**src/saa_macros.svh**
```systemverilog
`ifndef SAA_MACROS_SVH
`define SAA_MACROS_SVH

////////////////////////////////////////////////////////////
// Channel and bus geometry
////////////////////////////////////////////////////////////

`define SAA_NUM_CH     6    // Tone channels
`define SAA_BUS_W      8    // Host data bus
`define SAA_ADDR_W     5    // Register address field of the bus byte

`define SAA_AMP_W      4    // One side of an amplitude register
`define SAA_FREQ_W     9    // Frequency compare value and counter
`define SAA_FREQ_BIAS  510  // Stored frequency is this minus the byte
`define SAA_OCT_W      3    // Octave number
`define SAA_PRESC_W    8    // Octave prescaler, full count at octave 0
`define SAA_MIX_W      7    // Sum of six 4-bit levels

////////////////////////////////////////////////////////////
// Register map
////////////////////////////////////////////////////////////

`define SAA_ADDR_AMP0   5'h00  // Amplitude 0..5
`define SAA_ADDR_FREQ0  5'h08  // Frequency 0..5
`define SAA_ADDR_OCT0   5'h10  // Octave pairs 1:0, 3:2, 5:4
`define SAA_ADDR_FREQEN 5'h14  // Frequency enable, one bit per channel
`define SAA_ADDR_CTRL   5'h1C  // Bit 0 sound enable, bit 1 tone reset

`endif
```
**src/saa_audio_pkg.sv**
```systemverilog
`include "saa_macros.svh"

package saa_audio_pkg;

	////////////////////////////////////////////////////////////
	// Audio path types
	////////////////////////////////////////////////////////////

	// One channel's contribution to one side, after gating
	typedef logic [`SAA_AMP_W-1:0] level_t;

	// Sum of all six channel levels on one side, 6 x 15 fits in 7 bits
	typedef logic [`SAA_MIX_W-1:0] mix_t;

endpackage

```
**src/saa_reg_pkg.sv**
```systemverilog
`include "saa_macros.svh"

package saa_reg_pkg;

	////////////////////////////////////////////////////////////
	// Scalar register fields
	////////////////////////////////////////////////////////////

	typedef logic [`SAA_ADDR_W-1:0] reg_addr_t;  // Latched by an a0 write
	typedef logic [`SAA_FREQ_W-1:0] freq_t;      // Bias minus the written byte
	typedef logic [`SAA_OCT_W-1:0]  octave_t;

	// Right in the upper nibble, as the byte arrives from the host
	typedef struct packed {
		logic [`SAA_AMP_W-1:0] right;
		logic [`SAA_AMP_W-1:0] left;
	} amp_pair_t;

	////////////////////////////////////////////////////////////
	// Per-channel register banks
	////////////////////////////////////////////////////////////

	typedef freq_t     [`SAA_NUM_CH-1:0] freq_vec_t;
	typedef octave_t   [`SAA_NUM_CH-1:0] octave_vec_t;
	typedef amp_pair_t [`SAA_NUM_CH-1:0] amp_vec_t;  // Index is the channel number

endpackage

```
**src/saa_sound_top.sv**
```systemverilog
`timescale 1ns/10ps

`include "saa_macros.svh"

module saa_sound_top (
	input  logic                   clk_sys,
	input  logic                   rst,
	input  logic                   ce,       // Tone clock enable
	input  logic                   bus_wr,
	input  logic                   bus_a0,
	input  logic [`SAA_BUS_W-1:0]  bus_din,
	output saa_audio_pkg::mix_t    out_l,
	output saa_audio_pkg::mix_t    out_r
);

	saa_reg_pkg::freq_vec_t   freq_vec;
	saa_reg_pkg::octave_vec_t octave_vec;
	saa_reg_pkg::amp_vec_t    amp_vec;

	logic [`SAA_NUM_CH-1:0] freq_en;
	logic [`SAA_NUM_CH-1:0] tone;
	logic                   sound_en;
	logic                   tone_rst;

	////////////////////////////////////////////////////////////
	// Host registers
	////////////////////////////////////////////////////////////

	saa_reg_decode u_reg_decode (
		.clk_sys    (clk_sys),
		.rst        (rst),
		.bus_wr     (bus_wr),
		.bus_a0     (bus_a0),
		.bus_din    (bus_din),
		.freq_vec   (freq_vec),
		.octave_vec (octave_vec),
		.amp_vec    (amp_vec),
		.freq_en    (freq_en),
		.sound_en   (sound_en),
		.tone_rst   (tone_rst)
	);

	// One square-wave generator per channel
	for (genvar ch = 0; ch < `SAA_NUM_CH; ch++) begin : g_tone
		saa_tone_gen u_tone_gen (
			.clk_sys  (clk_sys),
			.rst      (rst),
			.ce       (ce),
			.tone_rst (tone_rst),
			.freq     (freq_vec[ch]),
			.octave   (octave_vec[ch]),
			.tone     (tone[ch])
		);
	end

	saa_channel_mix u_channel_mix (
		.clk_sys  (clk_sys),
		.rst      (rst),
		.tone     (tone),
		.freq_en  (freq_en),
		.amp_vec  (amp_vec),
		.sound_en (sound_en),
		.out_l    (out_l),
		.out_r    (out_r)
	);

endmodule

```
**src/saa_channel_mix.sv**
```systemverilog
`timescale 1ns/10ps

`include "saa_macros.svh"

module saa_channel_mix (
	input  logic                    clk_sys,
	input  logic                    rst,
	input  logic [`SAA_NUM_CH-1:0]  tone,
	input  logic [`SAA_NUM_CH-1:0]  freq_en,
	input  saa_reg_pkg::amp_vec_t   amp_vec,
	input  logic                    sound_en,
	output saa_audio_pkg::mix_t     out_l,
	output saa_audio_pkg::mix_t     out_r
);

	logic [`SAA_NUM_CH-1:0] active;  // Tone high and channel enabled

	saa_audio_pkg::level_t lvl_l [`SAA_NUM_CH];
	saa_audio_pkg::level_t lvl_r [`SAA_NUM_CH];

	saa_audio_pkg::mix_t sum_l;
	saa_audio_pkg::mix_t sum_r;

	assign active = tone & freq_en;

	////////////////////////////////////////////////////////////
	// Amplitude gating per channel
	////////////////////////////////////////////////////////////

	always_comb begin
		for (int ch = 0; ch < `SAA_NUM_CH; ch++) begin
			lvl_l[ch] = active[ch] ? amp_vec[ch].left  : '0;
			lvl_r[ch] = active[ch] ? amp_vec[ch].right : '0;
		end
	end

	// Stereo sum, no compression
	always_comb begin
		sum_l = '0;
		sum_r = '0;
		for (int ch = 0; ch < `SAA_NUM_CH; ch++) begin
			sum_l = sum_l + saa_audio_pkg::mix_t'(lvl_l[ch]);
			sum_r = sum_r + saa_audio_pkg::mix_t'(lvl_r[ch]);
		end
	end

	////////////////////////////////////////////////////////////
	// Output register
	////////////////////////////////////////////////////////////

	always_ff @(posedge clk_sys) begin
		if (rst) begin
			out_l <= '0;
			out_r <= '0;
		end else if (sound_en) begin
			out_l <= sum_l;
			out_r <= sum_r;
		end else begin
			out_l <= '0;  // Global mute
			out_r <= '0;
		end
	end

endmodule

```
**src/saa_tone_gen.sv**
```systemverilog
`timescale 1ns/10ps

`include "saa_macros.svh"

module saa_tone_gen (
	input  logic                  clk_sys,
	input  logic                  rst,
	input  logic                  ce,        // Advance on these cycles only
	input  logic                  tone_rst,  // Control bit 1
	input  saa_reg_pkg::freq_t    freq,
	input  saa_reg_pkg::octave_t  octave,
	output logic                  tone
);

	logic [`SAA_PRESC_W-1:0] presc;      // Octave prescaler
	logic [`SAA_PRESC_W-1:0] presc_lim;  // 255 at octave 0, 1 at octave 7
	saa_reg_pkg::freq_t      fcnt;       // Frequency counter

	logic presc_wrap;
	logic fcnt_wrap;

	// Each octave step halves the prescaler period
	assign presc_lim  = {`SAA_PRESC_W{1'b1}} >> octave;
	assign presc_wrap = (presc == presc_lim);
	assign fcnt_wrap  = (fcnt == freq);

	////////////////////////////////////////////////////////////
	// Prescaler, frequency counter and square wave
	////////////////////////////////////////////////////////////

	always_ff @(posedge clk_sys) begin
		if (rst || tone_rst) begin
			presc <= '0;
			fcnt  <= '0;
			tone  <= 1'b0;
		end else if (ce) begin
			if (presc_wrap) begin
				presc <= '0;
				if (fcnt_wrap) begin
					fcnt <= '0;
					tone <= ~tone;  // Half period complete
				end else begin
					fcnt <= fcnt + 1'b1;
				end
			end else begin
				presc <= presc + 1'b1;
			end
		end
	end

	// A compare value lowered below the running count rolls over the
	// full 9-bit range before the next toggle, as on the chip

endmodule

```
**src/saa_reg_decode.sv**
```systemverilog
`timescale 1ns/10ps

`include "saa_macros.svh"

module saa_reg_decode (
	input  logic                      clk_sys,
	input  logic                      rst,
	input  logic                      bus_wr,      // One cycle per host write
	input  logic                      bus_a0,      // 1 = address, 0 = data
	input  logic [`SAA_BUS_W-1:0]     bus_din,
	output saa_reg_pkg::freq_vec_t    freq_vec,
	output saa_reg_pkg::octave_vec_t  octave_vec,
	output saa_reg_pkg::amp_vec_t     amp_vec,
	output logic [`SAA_NUM_CH-1:0]    freq_en,
	output logic                      sound_en,
	output logic                      tone_rst
);

	saa_reg_pkg::reg_addr_t addr;  // Target of the next data write

	logic wr_addr;
	logic wr_data;

	assign wr_addr = bus_wr & bus_a0;
	assign wr_data = bus_wr & ~bus_a0;

	////////////////////////////////////////////////////////////
	// Address latch
	////////////////////////////////////////////////////////////

	always_ff @(posedge clk_sys) begin
		if (rst) begin
			addr <= '0;  // Data writes before any address go to amplitude 0
		end else if (wr_addr) begin
			addr <= bus_din[`SAA_ADDR_W-1:0];
		end
	end

	////////////////////////////////////////////////////////////
	// Register file
	////////////////////////////////////////////////////////////

	always_ff @(posedge clk_sys) begin
		if (rst) begin
			amp_vec    <= '0;
			freq_vec   <= '0;
			octave_vec <= '0;
			freq_en    <= '0;
			sound_en   <= 1'b0;
			tone_rst   <= 1'b0;
		end else if (wr_data) begin
			for (int ch = 0; ch < `SAA_NUM_CH; ch++) begin
				// Amplitude, low nibble left
				if (addr == saa_reg_pkg::reg_addr_t'(`SAA_ADDR_AMP0 + ch)) begin
					amp_vec[ch].left  <= bus_din[`SAA_AMP_W-1:0];
					amp_vec[ch].right <= bus_din[2*`SAA_AMP_W-1:`SAA_AMP_W];
				end
				// Counter compare value, higher byte gives a higher pitch
				if (addr == saa_reg_pkg::reg_addr_t'(`SAA_ADDR_FREQ0 + ch)) begin
					freq_vec[ch] <= saa_reg_pkg::freq_t'(`SAA_FREQ_BIAS)
						- saa_reg_pkg::freq_t'(bus_din);
				end
			end

			// One byte carries an even/odd channel pair
			for (int pr = 0; pr < `SAA_NUM_CH / 2; pr++) begin
				if (addr == saa_reg_pkg::reg_addr_t'(`SAA_ADDR_OCT0 + pr)) begin
					octave_vec[2*pr]   <= bus_din[`SAA_OCT_W-1:0];
					octave_vec[2*pr+1] <= bus_din[4+`SAA_OCT_W-1:4];
				end
			end

			if (addr == `SAA_ADDR_FREQEN)
				freq_en <= bus_din[`SAA_NUM_CH-1:0];

			if (addr == `SAA_ADDR_CTRL) begin
				sound_en <= bus_din[0];
				tone_rst <= bus_din[1];  // Holds every tone generator cleared
			end
			// Anything else in the map is ignored
		end
	end

endmodule

```
**config.mk**
```make
export PLATFORM = sky130hd
export DESIGN_NAME = saa_sound_top
export DESIGN_NICKNAME = d
export VERILOG_FILES = /design/src/saa_audio_pkg.sv /design/src/saa_reg_pkg.sv /design/src/saa_sound_top.sv /design/src/saa_channel_mix.sv /design/src/saa_tone_gen.sv /design/src/saa_reg_decode.sv
export VERILOG_INCLUDE_DIRS = /design/src
export SDC_FILE = /design/constraint.sdc
export NUM_CORES = 1
export LEC_CHECK = 0
export BUFFER_PORTS_ARGS = -buffer_cell sky130_fd_sc_hd__buf_4
export CORE_MARGIN = 4
export CORE_UTILIZATION = 25
export DETAILED_ROUTE_END_ITERATION = 8
export PLACE_DENSITY_LB_ADDON = 0.12
export SETUP_SLACK_MARGIN = 0.02
export SYNTH_ARGS = -nofsm -noshare
export SYNTH_HDL_FRONTEND = slang
export SYNTH_HIERARCHICAL = 1
export SYNTH_SLANG_ARGS = --single-unit
```
**constraint.sdc**
```tcl
create_clock -name clk_sys -period 4.65 [get_ports clk_sys]
set_clock_uncertainty 0.2 [all_clocks]
set_input_delay 0.2325 -clock clk_sys [delete_from_list [all_inputs] [get_ports clk_sys]]
set_output_delay 0.2325 -clock clk_sys [all_outputs]
set_load 0.01 [all_outputs]
```
==> impl_results.rst, run 1 <==
.. list-table::
   :header-rows: 1

   * - Metric
     - Value
   * - Flip-flop and latch count after synthesis
     - 255
   * - Accumulated negative setup slack
     - 0 ns
   * - Area overhead of the layout relative to synthesis
     - 13.85%
   * - Number of rows in the core area
     - 86
   * - Final cycle utilization of the critical path
     - about four fifths
   * - Per-instance average area after synthesis
     - approximately 8.9 µm²
   * - Total Power
     - approximately 0.0051 W
   * - Power density of the placed cells
     - ~320 nW/µm²
   * - Detail Route Antenna Nets
     - 0
   * - Mean routed wirelength per cell
     - approximately 17 µm
   * - RSZ-0062 raised after global routing
     - false
   * - Routed WL
     - around 40 mm
   * - Commonest cells post-synth
     - 255 x sky130_fd_sc_hd__dfxtp_1, 203 x sky130_fd_sc_hd__nor2_1, 116 x sky130_fd_sc_hd__nand3_1
   * - CP max-delay cell
     - sky130_fd_sc_hd__fa_1
   * - Xor/xnor share of the synthesized area
     - under 10%
   * - Most frequent cell on the critical path
     - sky130_fd_sc_hd__fa_1
   * - FF-to-FF setup slack
     - approximately 0.94 ns
   * - Fraction of synthesized cell area taken by the top area cell type
     - between 30 and 40%
   * - Largest area contributor in the synthesized netlist
     - sky130_fd_sc_hd__dfxtp_1
   * - Initial antenna violation count
     - 2
   * - Drt pass-1 iters
     - 5
   * - CTS sink count
     - 255
   * - Syn Nets
     - approximately 1700
   * - Minimum period implied by the final worst setup slack
     - roughly 3.7 ns
   * - Total congestion overflow
     - 0
   * - Die width
     - 246.0 µm
   * - Vias in the first global route
     - 11179
   * - Post-synthesis mux area share
     - ~5.8%
   * - Dominant combinational cell family by area after synthesis
     - simple AND/OR/NAND/NOR gates
   * - Synthesized area
     - 14160 µm²
   * - Worst-path clk slew
     - roughly 0.06 ns
   * - Drt initial violations
     - roughly 580
   * - Result of the run
     - finished, final reports clean
   * - Maximum fanout along the worst path
     - 10
   * - Delay contributed by the slowest stage of the critical path
     - between 0.5 and 0.6 ns
   * - Data arrival at the endpoint of the critical path
     - between 3 and 4 ns
   * - Critical path startpoint category
     - register
   * - Synthesized-area fraction occupied by ao, oa, aoi and oai cells
     - 14.18%
   * - Share of the yosys chip area belonging to registers
     - a little over a third
   * - Number of distinct standard cells referenced by the synthesized netlist
     - between 60 and 70
   * - Layout cell share with drive strength beyond 1
     - under 10%
   * - Final weighted congestion in routability-driven placement
     - 0.7626
   * - Top flip-flop cell by instance count after synthesis
     - sky130_fd_sc_hd__dfxtp_1
   * - Max Slew Vio Count
     - 0
   * - Basic-gate share of the synthesized area counting and, or, nand and nor cells
     - around a quarter
   * - Adder-cell area share of the yosys netlist
     - under 10%
   * - Clk buf depth
     - 3
   * - Initial cell density of the core
     - between 20% and 30%
   * - Static leakage
     - roughly 6.7 nW
   * - Asr flop ratio synth
     - 0%
   * - Total clock buffers created by CTS
     - 34
   * - Number of I/O pins
     - 27
   * - Worst path cell trace
     - and3_1 -> fa_1 -> inv_1 -> fa_1 -> fa_1 -> inv_1 -> ha_1 -> inv_1 -> fa_1 -> nand2b_1 -> a21oi_1 -> mux2i_1
   * - Final-report setup violation count
     - 0
   * - Overall routing resource usage
     - between 10% and 20%
   * - Max Clk Rate
     - between 200 and 300 MHz
   * - Number of nets in the layout
     - 1655
   * - Floorplan die area
     - between 60000 and 70000 µm²
   * - Vertical extent of the die
     - 246.0 µm
   * - Count of endpoints failing hold in the final timing report
     - 0
   * - Maxcap violations
     - 0
   * - Clk_lat worst skew
     - roughly 0.54 ns
   * - Avg Vias per Cell
     - 4.787
   * - Cell with the most instances after synthesis
     - sky130_fd_sc_hd__dfxtp_1
   * - Vias
     - 11274
   * - Worst voltage drop across the vdd grid
     - between 0.15 and 0.2 mV
   * - Number of resized instances in the post-cts repair step
     - 0
   * - Core Region
     - between 50000 and 60000 µm²
   * - Path category of the worst min-delay check
     - primary input to register
   * - Half-perimeter wire length after placement
     - ~27 mm
   * - CTS Root Buffer Type
     - sky130_fd_sc_hd__clkbuf_16
   * - Synth Instances
     - about 1600
   * - Htree depth
     - 2
   * - First-pass GRT wire length
     - approximately 64 mm
   * - Endpoint kind of the worst setup timing path
     - register
   * - Transition time of the tightest slew-check pin
     - between 1 and 1.5 ns
   * - Post-route DRC violation count
     - 0
   * - Critical path class
     - register to register
   * - Yosys warning total
     - 6
   * - Required time worst endpoint
     - 4.91 ns
   * - Ranking of synthesized cells by area
     - sky130_fd_sc_hd__dfxtp_1 36%, sky130_fd_sc_hd__mux2i_1 5.8%, sky130_fd_sc_hd__nor2_1 5.4%
   * - Number of buffers added on ports
     - 26
   * - Relative max-transition margin
     - ~24%
   * - CTS tree
     - built
   * - Number of flops mapped to enable cells by yosys
     - 0
   * - Largest net degree at the start of global routing
     - 56
==> repair_timing <==
action	CTS	global route
endpoints found under the hold margin	83	0
buffers inserted	0	0
hold buffers	14	0
==> power by group <==
group | leakage (nW) | switching (W) | total [W] | internal [W]
clock | 0.549 | 0.00102 | 0.00263 | 0.00161
sequential | 2.06 | 0.0000302 | 0.00224 | 0.00221
combinational | 4.14 | 0.000151 | 0.000216 | 0.0000651
total | 6.74 | 0.00120 | 0.00508 | 0.00389
==> final cells by class <==
class / instances / area, µm²
Clock inverter: 10 / 102.6
Antenna cell: 2 / 5.005
Clock buffer: 48 / 1007
Tap cell: 748 / 935.9
Sequential cell: 255 / 5105
Inverter: 61 / 229.0
Fill cell: 5926 / 39510
Timing Repair Buffer: 46 / 380.4
Multi-Input combinational cell: 1185 / 8352
==> layer usage <==
metal	GRT usage [%]	vias to the layer above	wire length (µm)
li1	-	5635	-
met1	18.50	5454	19970
met4	2.937	0	617
met3	2.595	41	1439
met5	0	-	0
met2	20.84	144	17680
==> state kept, by name, summed over array words and instances, names as in the netlist <==
signal                   cells
u_reg_decode/tone_rst        1
u_reg_decode/amp_vec        48
g_tone.u_tone_gen/tone       6
u_reg_decode/octave_vec     18
u_channel_mix/out_r          7
u_reg_decode/addr            5
u_reg_decode/freq_vec       54
u_reg_decode/sound_en        1
g_tone.u_tone_gen/presc     48
u_reg_decode/freq_en         6
g_tone.u_tone_gen/fcnt      54
u_channel_mix/out_l          7
==> logic make-up after synthesis <==
kind of cell    after synthesis
compound gates              249
xor+xnor                    120
fa+ha+maj                    59
buf+inv                     152
flops                       255
mux                          82
simple gates                675
==> cells in the final DEF (no fill, tap or decap), types with 17 or more instances in the layout <==
| master | synthesis | layout |
|---|---|---|
| sky130_fd_sc_hd__mux2i_1 | 82 | 82 |
| sky130_fd_sc_hd__fa_1 | 29 | 29 |
| sky130_fd_sc_hd__clkbuf_16 | 0 | 37 |
| sky130_fd_sc_hd__o211ai_2 | 18 | 18 |
| sky130_fd_sc_hd__a21oi_1 | 64 | 64 |
| sky130_fd_sc_hd__xnor2_1 | 38 | 38 |
| sky130_fd_sc_hd__and2_1 | 18 | 18 |
| sky130_fd_sc_hd__nand3_1 | 116 | 116 |
| sky130_fd_sc_hd__xor2_1 | 82 | 82 |
| sky130_fd_sc_hd__nand4_1 | 74 | 74 |
| sky130_fd_sc_hd__nand2b_1 | 21 | 21 |
| sky130_fd_sc_hd__nor2_1 | 203 | 203 |
| sky130_fd_sc_hd__and3_1 | 59 | 59 |
| sky130_fd_sc_hd__o21ai_1 | 24 | 24 |
| sky130_fd_sc_hd__nand2_1 | 97 | 97 |
| sky130_fd_sc_hd__dfxtp_1 | 255 | 255 |
| sky130_fd_sc_hd__o211ai_1 | 24 | 24 |
| sky130_fd_sc_hd__ha_1 | 30 | 30 |
| sky130_fd_sc_hd__buf_4 | 4 | 32 |
| sky130_fd_sc_hd__inv_1 | 61 | 61 |
| sky130_fd_sc_hd__o21ai_0 | 17 | 17 |
==> worst paths after layout <==
| kind | from | to | cells after the start |
|---|---|---|---|
| min reg2reg | u_reg_decode/amp_vec[45] | u_reg_decode/amp_vec[45] | 2 |
| min | ce | g_tone[3].u_tone_gen/presc[1] | 3 |
| max reg2reg | g_tone[5].u_tone_gen/tone | u_channel_mix/out_r[5] | 12 |
| max | g_tone[5].u_tone_gen/tone | u_channel_mix/out_r[5] | 12 |
==> per-stage QoR <==
step	utilization [%]	hold WS [ns]	std cells	cell area, µm²	setup slack (ns)
finish	28.97	0.1004	2355	16120	0.9388
global route	28.96	0.1191	2353	16110	0.7537
CTS	28.96	0.07966	2353	16110	0.9056
detailed placement	26.71	0.2486	2281	14860	0.9344
global placement	26.71	0.2433	2281	14860	0.9827
floorplan	-	0.1800	1592	14160	1.185
==> critical path: cells and delay by family (launching register included) <==
kind | cells | cell delay [ns]
adders and majority gates | 5 | 2.08
and+or+nand+nor | 2 | 0.40
DFF | 1 | 0.38
muxes | 1 | 0.21
buffers and inverters | 3 | 0.19
AOI/OAI and AO/OA | 1 | 0.17
(Power assumes the default switching activity.)
==> run 2, diff against run 1 <==
- ABC_AREA: default -> 1
- clock period: 4.65 -> 3.1 ns (I/O delays scaled with it)
==> impl_results.rst, run 2 <==
.. list-table::
   :header-rows: 1

   * - Metric
     - Value
   * - Delay contributed by the slowest stage of the critical path
     - between 0.5 and 0.6 ns
   * - Layout Cells excl Fill
     - a little over 3000
   * - Max Slew Vio Count
     - 0
   * - Area taken by multi-input logic gates
     - between 8000 and 9000 µm²
   * - RSZ-0062 raised after global routing
     - true
   * - Data arrival at the endpoint of the critical path
     - roughly 3.5 ns
   * - Power density of the placed cells
     - 447.7 nW/µm²
   * - Largest net degree at the start of global routing
     - 45
   * - Maxcap violations
     - 0
   * - Die width
     - approximately 250 µm
   * - Number of rows in the core area
     - 89
   * - Total Power
     - roughly 0.0079 W
   * - Count of placed standard cells including taps
     - ~3000
   * - Per-instance average area after synthesis
     - between 6 and 7 µm²
   * - Final cycle utilization of the critical path
     - 104.4%
   * - Overall routing resource usage
     - 13.26%
   * - Flip-flop and latch count after synthesis
     - 255
   * - Drt pass-1 iters
     - 6
   * - Area overhead of the layout relative to synthesis
     - 18.16%
   * - Total clock buffers created by CTS
     - 35
   * - Detail Route Antenna Nets
     - 0
   * - Mean routed wirelength per cell
     - around 13 µm
   * - Number of I/O pins
     - 27
   * - First-pass GRT wire length
     - approximately 68 mm
   * - Required time worst endpoint
     - between 3 and 4 ns
   * - Sequential cell area in the final layout
     - just over 5000 µm²
   * - Number of inserted diodes
     - 0
   * - Top flip-flop cell by instance count after synthesis
     - sky130_fd_sc_hd__dfxtp_1
   * - Max Clk Rate
     - roughly 310 MHz
   * - Vertical extent of the die
     - around 250 µm
   * - CTS sink count
     - 255
   * - Share of the yosys chip area belonging to registers
     - 34.33%
   * - Critical path startpoint category
     - register
   * - Synth Instances
     - about 2200
   * - Most frequent cell on the critical path
     - sky130_fd_sc_hd__fa_1
   * - Core Region
     - approximately 60000 µm²
   * - Standard cell area after detailed placement
     - approximately 16000 µm²
   * - Total congestion overflow
     - 0
   * - CTS Root Buffer Type
     - sky130_fd_sc_hd__clkbuf_16
   * - Drt initial violations
     - approximately 550
   * - Maximum fanout along the worst path
     - 6
   * - Half-perimeter wire length after placement
     - just under 30 mm
   * - Highest-count cells in the layout ignoring fill and taps
     - 521 x sky130_fd_sc_hd__nand2_1, 428 x sky130_fd_sc_hd__nor2_1, 295 x sky130_fd_sc_hd__inv_1
   * - Final-layout fill cell count
     - approximately 6300
   * - CTS tree
     - built
   * - Vias
     - around 13000
   * - Most common cell after layout, fill and taps aside
     - sky130_fd_sc_hd__nand2_1
   * - Result of the run
     - finished, violations left
   * - Worst-path clk slew
     - approximately 0.060 ns
   * - Cell with the most instances after synthesis
     - sky130_fd_sc_hd__nand2_1
   * - Clk buf depth
     - 3
   * - Final weighted congestion in routability-driven placement
     - between 0.7 and 0.8
   * - Post-Layout Inst Area
     - between 15000 and 20000 µm²
   * - CP max-delay cell
     - sky130_fd_sc_hd__fa_1
   * - Number of nets in the layout
     - about 2400
   * - Count of endpoints failing hold in the final timing report
     - 0
   * - Synthesized area
     - approximately 15000 µm²
   * - Transition time of the tightest slew-check pin
     - around 1 ns
   * - Initial cell density of the core
     - between 20% and 30%
   * - Routed WL
     - ~41 mm
   * - Violated checks
     - setup timing
   * - Asr flop ratio synth
     - 0%
   * - Fraction of synthesized cell area taken by the top area cell type
     - roughly 34%
   * - Final critical-path setup slack
     - -0.1370 ns
   * - Floorplan die area
     - ~63000 µm²
   * - Commonest cells post-synth
     - 533 x sky130_fd_sc_hd__nand2_1, 440 x sky130_fd_sc_hd__nor2_1, 302 x sky130_fd_sc_hd__inv_1
   * - Worst path cell trace
     - nand2_4 -> nor2_4 -> fa_1 -> inv_1 -> fa_1 -> fa_1 -> inv_1 -> ha_2 -> inv_2 -> fa_2 -> inv_2 -> nand2_2 -> nand2_2 -> nand3_2 -> nand2_1 -> nor2_1
   * - Accumulated negative setup slack
     - -0.8337 ns
   * - Htree depth
     - 2
   * - Final core utilization
     - approximately 30%
   * - Largest area contributor in the synthesized netlist
     - sky130_fd_sc_hd__dfxtp_1
   * - Path category of the worst min-delay check
     - primary input to register
   * - Yosys warning total
     - 6
   * - Number of flops mapped to enable cells by yosys
     - 0
   * - Largest registers
     - g_tone.u_tone_gen/fcnt (54), u_reg_decode/freq_vec (54)
   * - Number of buffers added on ports
     - 26
   * - Endpoint kind of the worst setup timing path
     - register
   * - Number of distinct standard cells referenced by the synthesized netlist
     - 37
   * - Minimum period implied by the final worst setup slack
     - approximately 3.2 ns
   * - Post-route DRC violation count
     - 0
   * - Worst voltage drop across the vdd grid
     - 0.3074 mV
   * - Final-report setup violation count
     - 9
   * - Vias in the first global route
     - about 13000
   * - Clk_lat worst skew
     - 0.54 ns
   * - Initial antenna violation count
     - 0
   * - Critical path class
     - register to register
   * - Relative max-transition margin
     - approximately a third
   * - Ranking of synthesized cells by area
     - sky130_fd_sc_hd__dfxtp_1 34%, sky130_fd_sc_hd__nand2_1 13%, sky130_fd_sc_hd__nor2_1 11%
   * - Static leakage
     - a little over 8 nW
   * - Avg Vias per Cell
     - 4.241
   * - Layout cell share with drive strength beyond 1
     - about 12%
   * - Syn Nets
     - roughly 2300
run 2: cell types whose count changed after synthesis, moves of 24 or more:
| cell | delta |
|---|---|
| sky130_fd_sc_hd__nand2_1 | +436 |
| sky130_fd_sc_hd__inv_1 | +241 |
| sky130_fd_sc_hd__nor2_1 | +237 |
| sky130_fd_sc_hd__o21ai_0 | +79 |
| sky130_fd_sc_hd__mux2i_1 | -76 |
| sky130_fd_sc_hd__and3_1 | -59 |
| sky130_fd_sc_hd__clkbuf_1 | -41 |
| sky130_fd_sc_hd__xor2_1 | -37 |
| sky130_fd_sc_hd__nand4_1 | -35 |
| sky130_fd_sc_hd__o211ai_1 | -24 |
run 2: worst paths after layout:
path	startpoint	end	slack (ns)	cells after the start
setup reg to reg	u_reg_decode/freq_en[5]	u_channel_mix/out_r[5]	-0.14	16
hold reg to reg	u_reg_decode/amp_vec[12]	u_reg_decode/amp_vec[12]	0.28	2
setup / recovery	u_reg_decode/freq_en[5]	u_channel_mix/out_r[5]	-0.14	16
hold / removal	rst	g_tone[5].u_tone_gen/fcnt[1]	0.13	5
run 2: cells by family after synthesis:
kind of cell / after synthesis / share of synthesized area [%]
AOI/OAI and AO/OA: 164 / 5.755
adders and majority gates: 59 / 6.428
buffers and inverters: 372 / 10.57
and+or+nand+nor: 1277 / 38.04
xor gates and xnor gates: 76 / 4.476
DFF: 255 / 34.33
muxes: 6 / 0.4039
run 2: area by class of cell:
type | instances | area share [%]
clock buffers | 52 | 5.931
clock inverters | 7 | 0.5412
inverters | 329 | 7.071
multi-input cells | 1582 | 47.51
flip-flops and latches | 255 | 29.14
well taps | 773 | 5.504
repair buffers | 89 | 4.301
run 2: metrics by stage:
stage / hold WS, ns / worst slack [ns]
after floorplan: 0.1068 / -0.01308
after global placement: 0.2562 / -0.2062
after detailed placement: 0.2610 / -0.1982
after CTS: 0.08927 / -0.1614
after global routing: 0.1608 / -0.2990
final: 0.1285 / -0.1370
run 2: layer usage:
layer	wire [µm]	global-route usage, %
met5	0	0
met4	1066	4.319
met3	1185	1.876
met2	19310	22.60
met1	19910	17.37
run 2: repair_timing:
action | in CTS | in global routing
hold buffers | 30 | 0
pin swaps | 12 | 8
setup buffers | 1 | 1
endpoints found under the hold margin | 98 | 0
endpoints found under the setup margin | 9 | 9
resized for setup | 20 | 14
run 2: power by group:
part	switching [W]	internal, W
logic	0.000325	0.000133
clock network	0.00157	0.00248
registers	0.0000354	0.00332
run 2: critical path: cells and delay by family (launching register included):
family / cells / cell delay, ns
flip-flops: 1 / 0.33
buffers and inverters: 4 / 0.22
adder cells (fa/ha/maj): 5 / 1.93
AND/OR/NAND/NOR: 7 / 0.43
==> run 3, diff against run 2 <==
- CELL_PAD_IN_SITES_DETAIL_PLACEMENT: default -> 1
- CELL_PAD_IN_SITES_GLOBAL_PLACEMENT: default -> 1
- SYNTH_HIERARCHICAL: 1 -> default
==> impl_results.rst, run 3 <==
.. list-table::
   :header-rows: 1

   * - Metric
     - Value
   * - Clk_lat worst skew
     - about 0.55 ns
   * - Highest-count cells in the layout ignoring fill and taps
     - 485 x sky130_fd_sc_hd__nand2_1, 345 x sky130_fd_sc_hd__inv_1, 289 x sky130_fd_sc_hd__nor2_1
   * - Vias in the first global route
     - ~14000
   * - Adder-cell area share of the yosys netlist
     - under 10%
   * - Area taken by multi-input logic gates
     - 7859 µm²
   * - Global Route met3 Usage
     - 1.999%
   * - Worst voltage drop across the vdd grid
     - 0.3476 mV
   * - Critical path class
     - register to register
   * - Post-synthesis mux area share
     - 0%
   * - Basic-gate share of the synthesized area counting and, or, nand and nor cells
     - 30.25%
   * - Data arrival at the endpoint of the critical path
     - between 4 and 5 ns
   * - Synthesized-area fraction occupied by ao, oa, aoi and oai cells
     - between 10% and 20%
   * - Maximum fanout along the worst path
     - 5
   * - Detail Route Antenna Nets
     - 0
   * - Path category of the worst min-delay check
     - primary input to register
   * - Fraction of synthesized cell area taken by the top area cell type
     - a little over a third
   * - Yosys warning total
     - 0
   * - Routing usage on met1
     - between 20 and 25%
   * - Result of the run
     - finished, violations left
   * - Met2 routing resource usage after global routing
     - between 20 and 30%
   * - Xor/xnor share of the synthesized area
     - 3.850%
   * - Max Clk Rate
     - about 240 MHz
   * - Endpoint kind of the worst setup timing path
     - register
   * - Synthesized area
     - approximately 14000 µm²
   * - Largest area contributor in the synthesized netlist
     - sky130_fd_sc_hd__dfxtp_1
   * - Maxcap violations
     - 0
   * - Largest net degree at the start of global routing
     - 76
   * - Drt initial violations
     - roughly 470
   * - Ranking of synthesized cells by area
     - sky130_fd_sc_hd__dfxtp_1 36%, sky130_fd_sc_hd__nand2_1 13%, sky130_fd_sc_hd__inv_1 9.2%
   * - Number of I/O pins
     - 27
   * - WHS
     - approximately 0.25 ns
   * - Number of rows in the core area
     - 87
   * - Layer with the highest usage
     - met2
   * - Routed WL
     - about 47 mm
   * - Number of buffers added on ports
     - 26
   * - Overall routing resource usage
     - between 10% and 20%
   * - RSZ-0062 raised after global routing
     - true
   * - Initial cell density of the core
     - about a quarter
   * - Static leakage
     - slightly below 8 nW
   * - Number of distinct standard cells referenced by the synthesized netlist
     - 37
   * - First-pass GRT wire length
     - roughly 77 mm
   * - Cell with the most instances after synthesis
     - sky130_fd_sc_hd__nand2_1
   * - Number of flops mapped to enable cells by yosys
     - 0
   * - Post-route DRC violation count
     - 0
   * - Critical path startpoint category
     - register
   * - Final critical-path setup slack
     - -1.063 ns
   * - CTS Root Buffer Type
     - sky130_fd_sc_hd__clkbuf_16
   * - Number of nets in the layout
     - 2340
   * - Die width
     - 247.4 µm
   * - Initial antenna violation count
     - 1
   * - Drt pass-1 iters
     - 4
   * - Pre-CTS setup slack
     - -1.112 ns
   * - Power density of the placed cells
     - ~470 nW/µm²
   * - Avg Vias per Cell
     - between 4 and 5
   * - Worst-path clk slew
     - roughly 0.060 ns
   * - Flip-flop and latch count after synthesis
     - 255
   * - Half-perimeter wire length after placement
     - about 34 mm
   * - Layout cell share with drive strength beyond 1
     - approximately a tenth
   * - Vias
     - about 14000
   * - Transition time of the tightest slew-check pin
     - ~0.94 ns
   * - Clk buf depth
     - 3
   * - Relative max-transition margin
     - about 37%
   * - Final-layout fill cell count
     - 7112
   * - Total clock buffers created by CTS
     - 36
   * - Sequential cell area in the final layout
     - ~5100 µm²
   * - Violated checks
     - setup timing
   * - Most common cell after layout, fill and taps aside
     - sky130_fd_sc_hd__nand2_1
   * - Final-report setup violation count
     - 12
   * - Top flip-flop cell by instance count after synthesis
     - sky130_fd_sc_hd__dfxtp_1
   * - Total congestion overflow
     - 0
   * - Synth Instances
     - roughly 2200
   * - Required time worst endpoint
     - ~3.3 ns
   * - Max Slew Vio Count
     - 0
   * - Commonest cells post-synth
     - 488 x sky130_fd_sc_hd__nand2_1, 353 x sky130_fd_sc_hd__inv_1, 304 x sky130_fd_sc_hd__nor2_1
   * - Share of the yosys chip area belonging to registers
     - a little over a third
   * - Count of endpoints failing hold in the final timing report
     - 0
   * - CTS sink count
     - 255
   * - Minimum period implied by the final worst setup slack
     - ~4.2 ns
   * - Per-instance average area after synthesis
     - around 6.6 µm²
   * - Number of inserted diodes
     - 0
   * - Final cycle utilization of the critical path
     - 134.3%
   * - Final weighted congestion in routability-driven placement
     - 0.7487
   * - Floorplan die area
     - approximately 60000 µm²
   * - Htree depth
     - 2
   * - CTS tree
     - built
   * - Largest registers
     - g_tone.u_tone_gen.fcnt (54), u_reg_decode.freq_vec (54)
   * - Mean routed wirelength per cell
     - about 16 µm
   * - Dominant combinational cell family by area after synthesis
     - simple AND/OR/NAND/NOR gates
   * - Syn Nets
     - 2239
   * - Asr flop ratio synth
     - 0%
   * - Core Region
     - 56600 µm²
   * - Area overhead of the layout relative to synthesis
     - 21.67%
   * - Vertical extent of the die
     - between 200 and 250 µm
   * - Accumulated negative setup slack
     - -9.916 ns
-- run 3: changes by cell type in the layout (fill, tap and decap cells not counted), moves of 15 or more --
cell,change
sky130_fd_sc_hd__inv_1,+50
sky130_fd_sc_hd__nor2_4,-15
sky130_fd_sc_hd__nand2_2,-23
sky130_fd_sc_hd__xnor2_1,-18
sky130_fd_sc_hd__a21oi_1,+108
sky130_fd_sc_hd__nand2_1,-36
sky130_fd_sc_hd__dlygate4sd3_1,-16
sky130_fd_sc_hd__or2_2,-18
sky130_fd_sc_hd__nor2_1,-139
sky130_fd_sc_hd__buf_4,+39
sky130_fd_sc_hd__o21ai_0,+58
-- run 3: per-stage QoR --
stage / instances / area [µm²] / utilization, % / power (W)
after global placement: 2957 / 15840 / 27.98 / 0.003856
after detailed placement: 2957 / 15840 / 27.98 / 0.003863
after CTS: 3037 / 17300 / 30.56 / 0.008384
final: 3042 / 17440 / 30.80 / 0.008190
after global routing: 3042 / 17440 / 30.80 / 0.008541
after floorplan: 2161 / 14400 / - / 0.003663
-- run 3: final timing paths --
check	startpoint	slack [ns]	cells after the start	end
max	g_tone[1].u_tone_gen.tone	-1.06	18	u_channel_mix.out_r[5]
max reg2reg	g_tone[1].u_tone_gen.tone	-1.06	18	u_channel_mix.out_r[5]
min reg2reg	u_reg_decode.amp_vec[26]	0.26	2	u_reg_decode.amp_vec[26]
min	rst	0.25	3	u_reg_decode.freq_vec[39]
-- run 3: timing repair --
| item | in CTS | in global routing |
|---|---|---|
| hold buffers | 14 | 0 |
| setup buffers | 4 | 5 |
| resized for setup | 14 | 21 |
| pin swaps | 15 | 15 |
| endpoints found under the setup margin | 12 | 12 |
| hold endpoints to repair | 88 | 0 |
-- run 3: cell type report --
class | count | share of cell area (%)
Multi-Input combinational cell | 1491 | 45.07
Sequential cell | 255 | 29.31
Inverter | 364 | 7.843
Clock buffer | 50 | 5.870
Tap cell | 756 | 5.425
Timing Repair Buffer | 114 | 5.324
Clock inverter | 12 | 1.162
-- run 3: per-layer routing --
layer  vias up  wire (µm)
met4         0        935
met3        57       1009
li1       6987          -
met5         -          0
met1      6529      22810
met2        75      22560
-- run 3: critical path: stages, from the launching register on --
cell                      delay [ns]
sky130_fd_sc_hd__dfxtp_2        0.35
sky130_fd_sc_hd__nand2_4        0.08
sky130_fd_sc_hd__nor2_2         0.11
sky130_fd_sc_hd__ha_2           0.21
sky130_fd_sc_hd__fa_2           0.46
sky130_fd_sc_hd__fa_1           0.49
sky130_fd_sc_hd__inv_1          0.05
sky130_fd_sc_hd__fa_1           0.45
sky130_fd_sc_hd__fa_1           0.51
sky130_fd_sc_hd__inv_2          0.05
sky130_fd_sc_hd__ha_4           0.16
sky130_fd_sc_hd__fa_2           0.35
sky130_fd_sc_hd__nand2_1        0.07
sky130_fd_sc_hd__inv_1          0.05
sky130_fd_sc_hd__nor2_1         0.08
sky130_fd_sc_hd__nor2_1         0.04
sky130_fd_sc_hd__nor2_1         0.12
sky130_fd_sc_hd__nand2_1        0.06
sky130_fd_sc_hd__nor3b_2        0.14
-- run 3: cell families (layout without fill, tap and decap cells) --
logic type | Yosys count | count (layout)
adders and majority gates | 65 | 65
buffers and inverters | 415 | 540
AOI/OAI and AO/OA | 336 | 336
DFF | 255 | 255
and+or+nand+nor | 1027 | 1027
xor gates and xnor gates | 63 | 63
-- run 3: where the power goes --
part           leakage, nW  internal (W)  switching, W
registers             2.06       0.00332     0.0000358
clock network        0.600       0.00272       0.00167
logic                 5.19      0.000127      0.000313
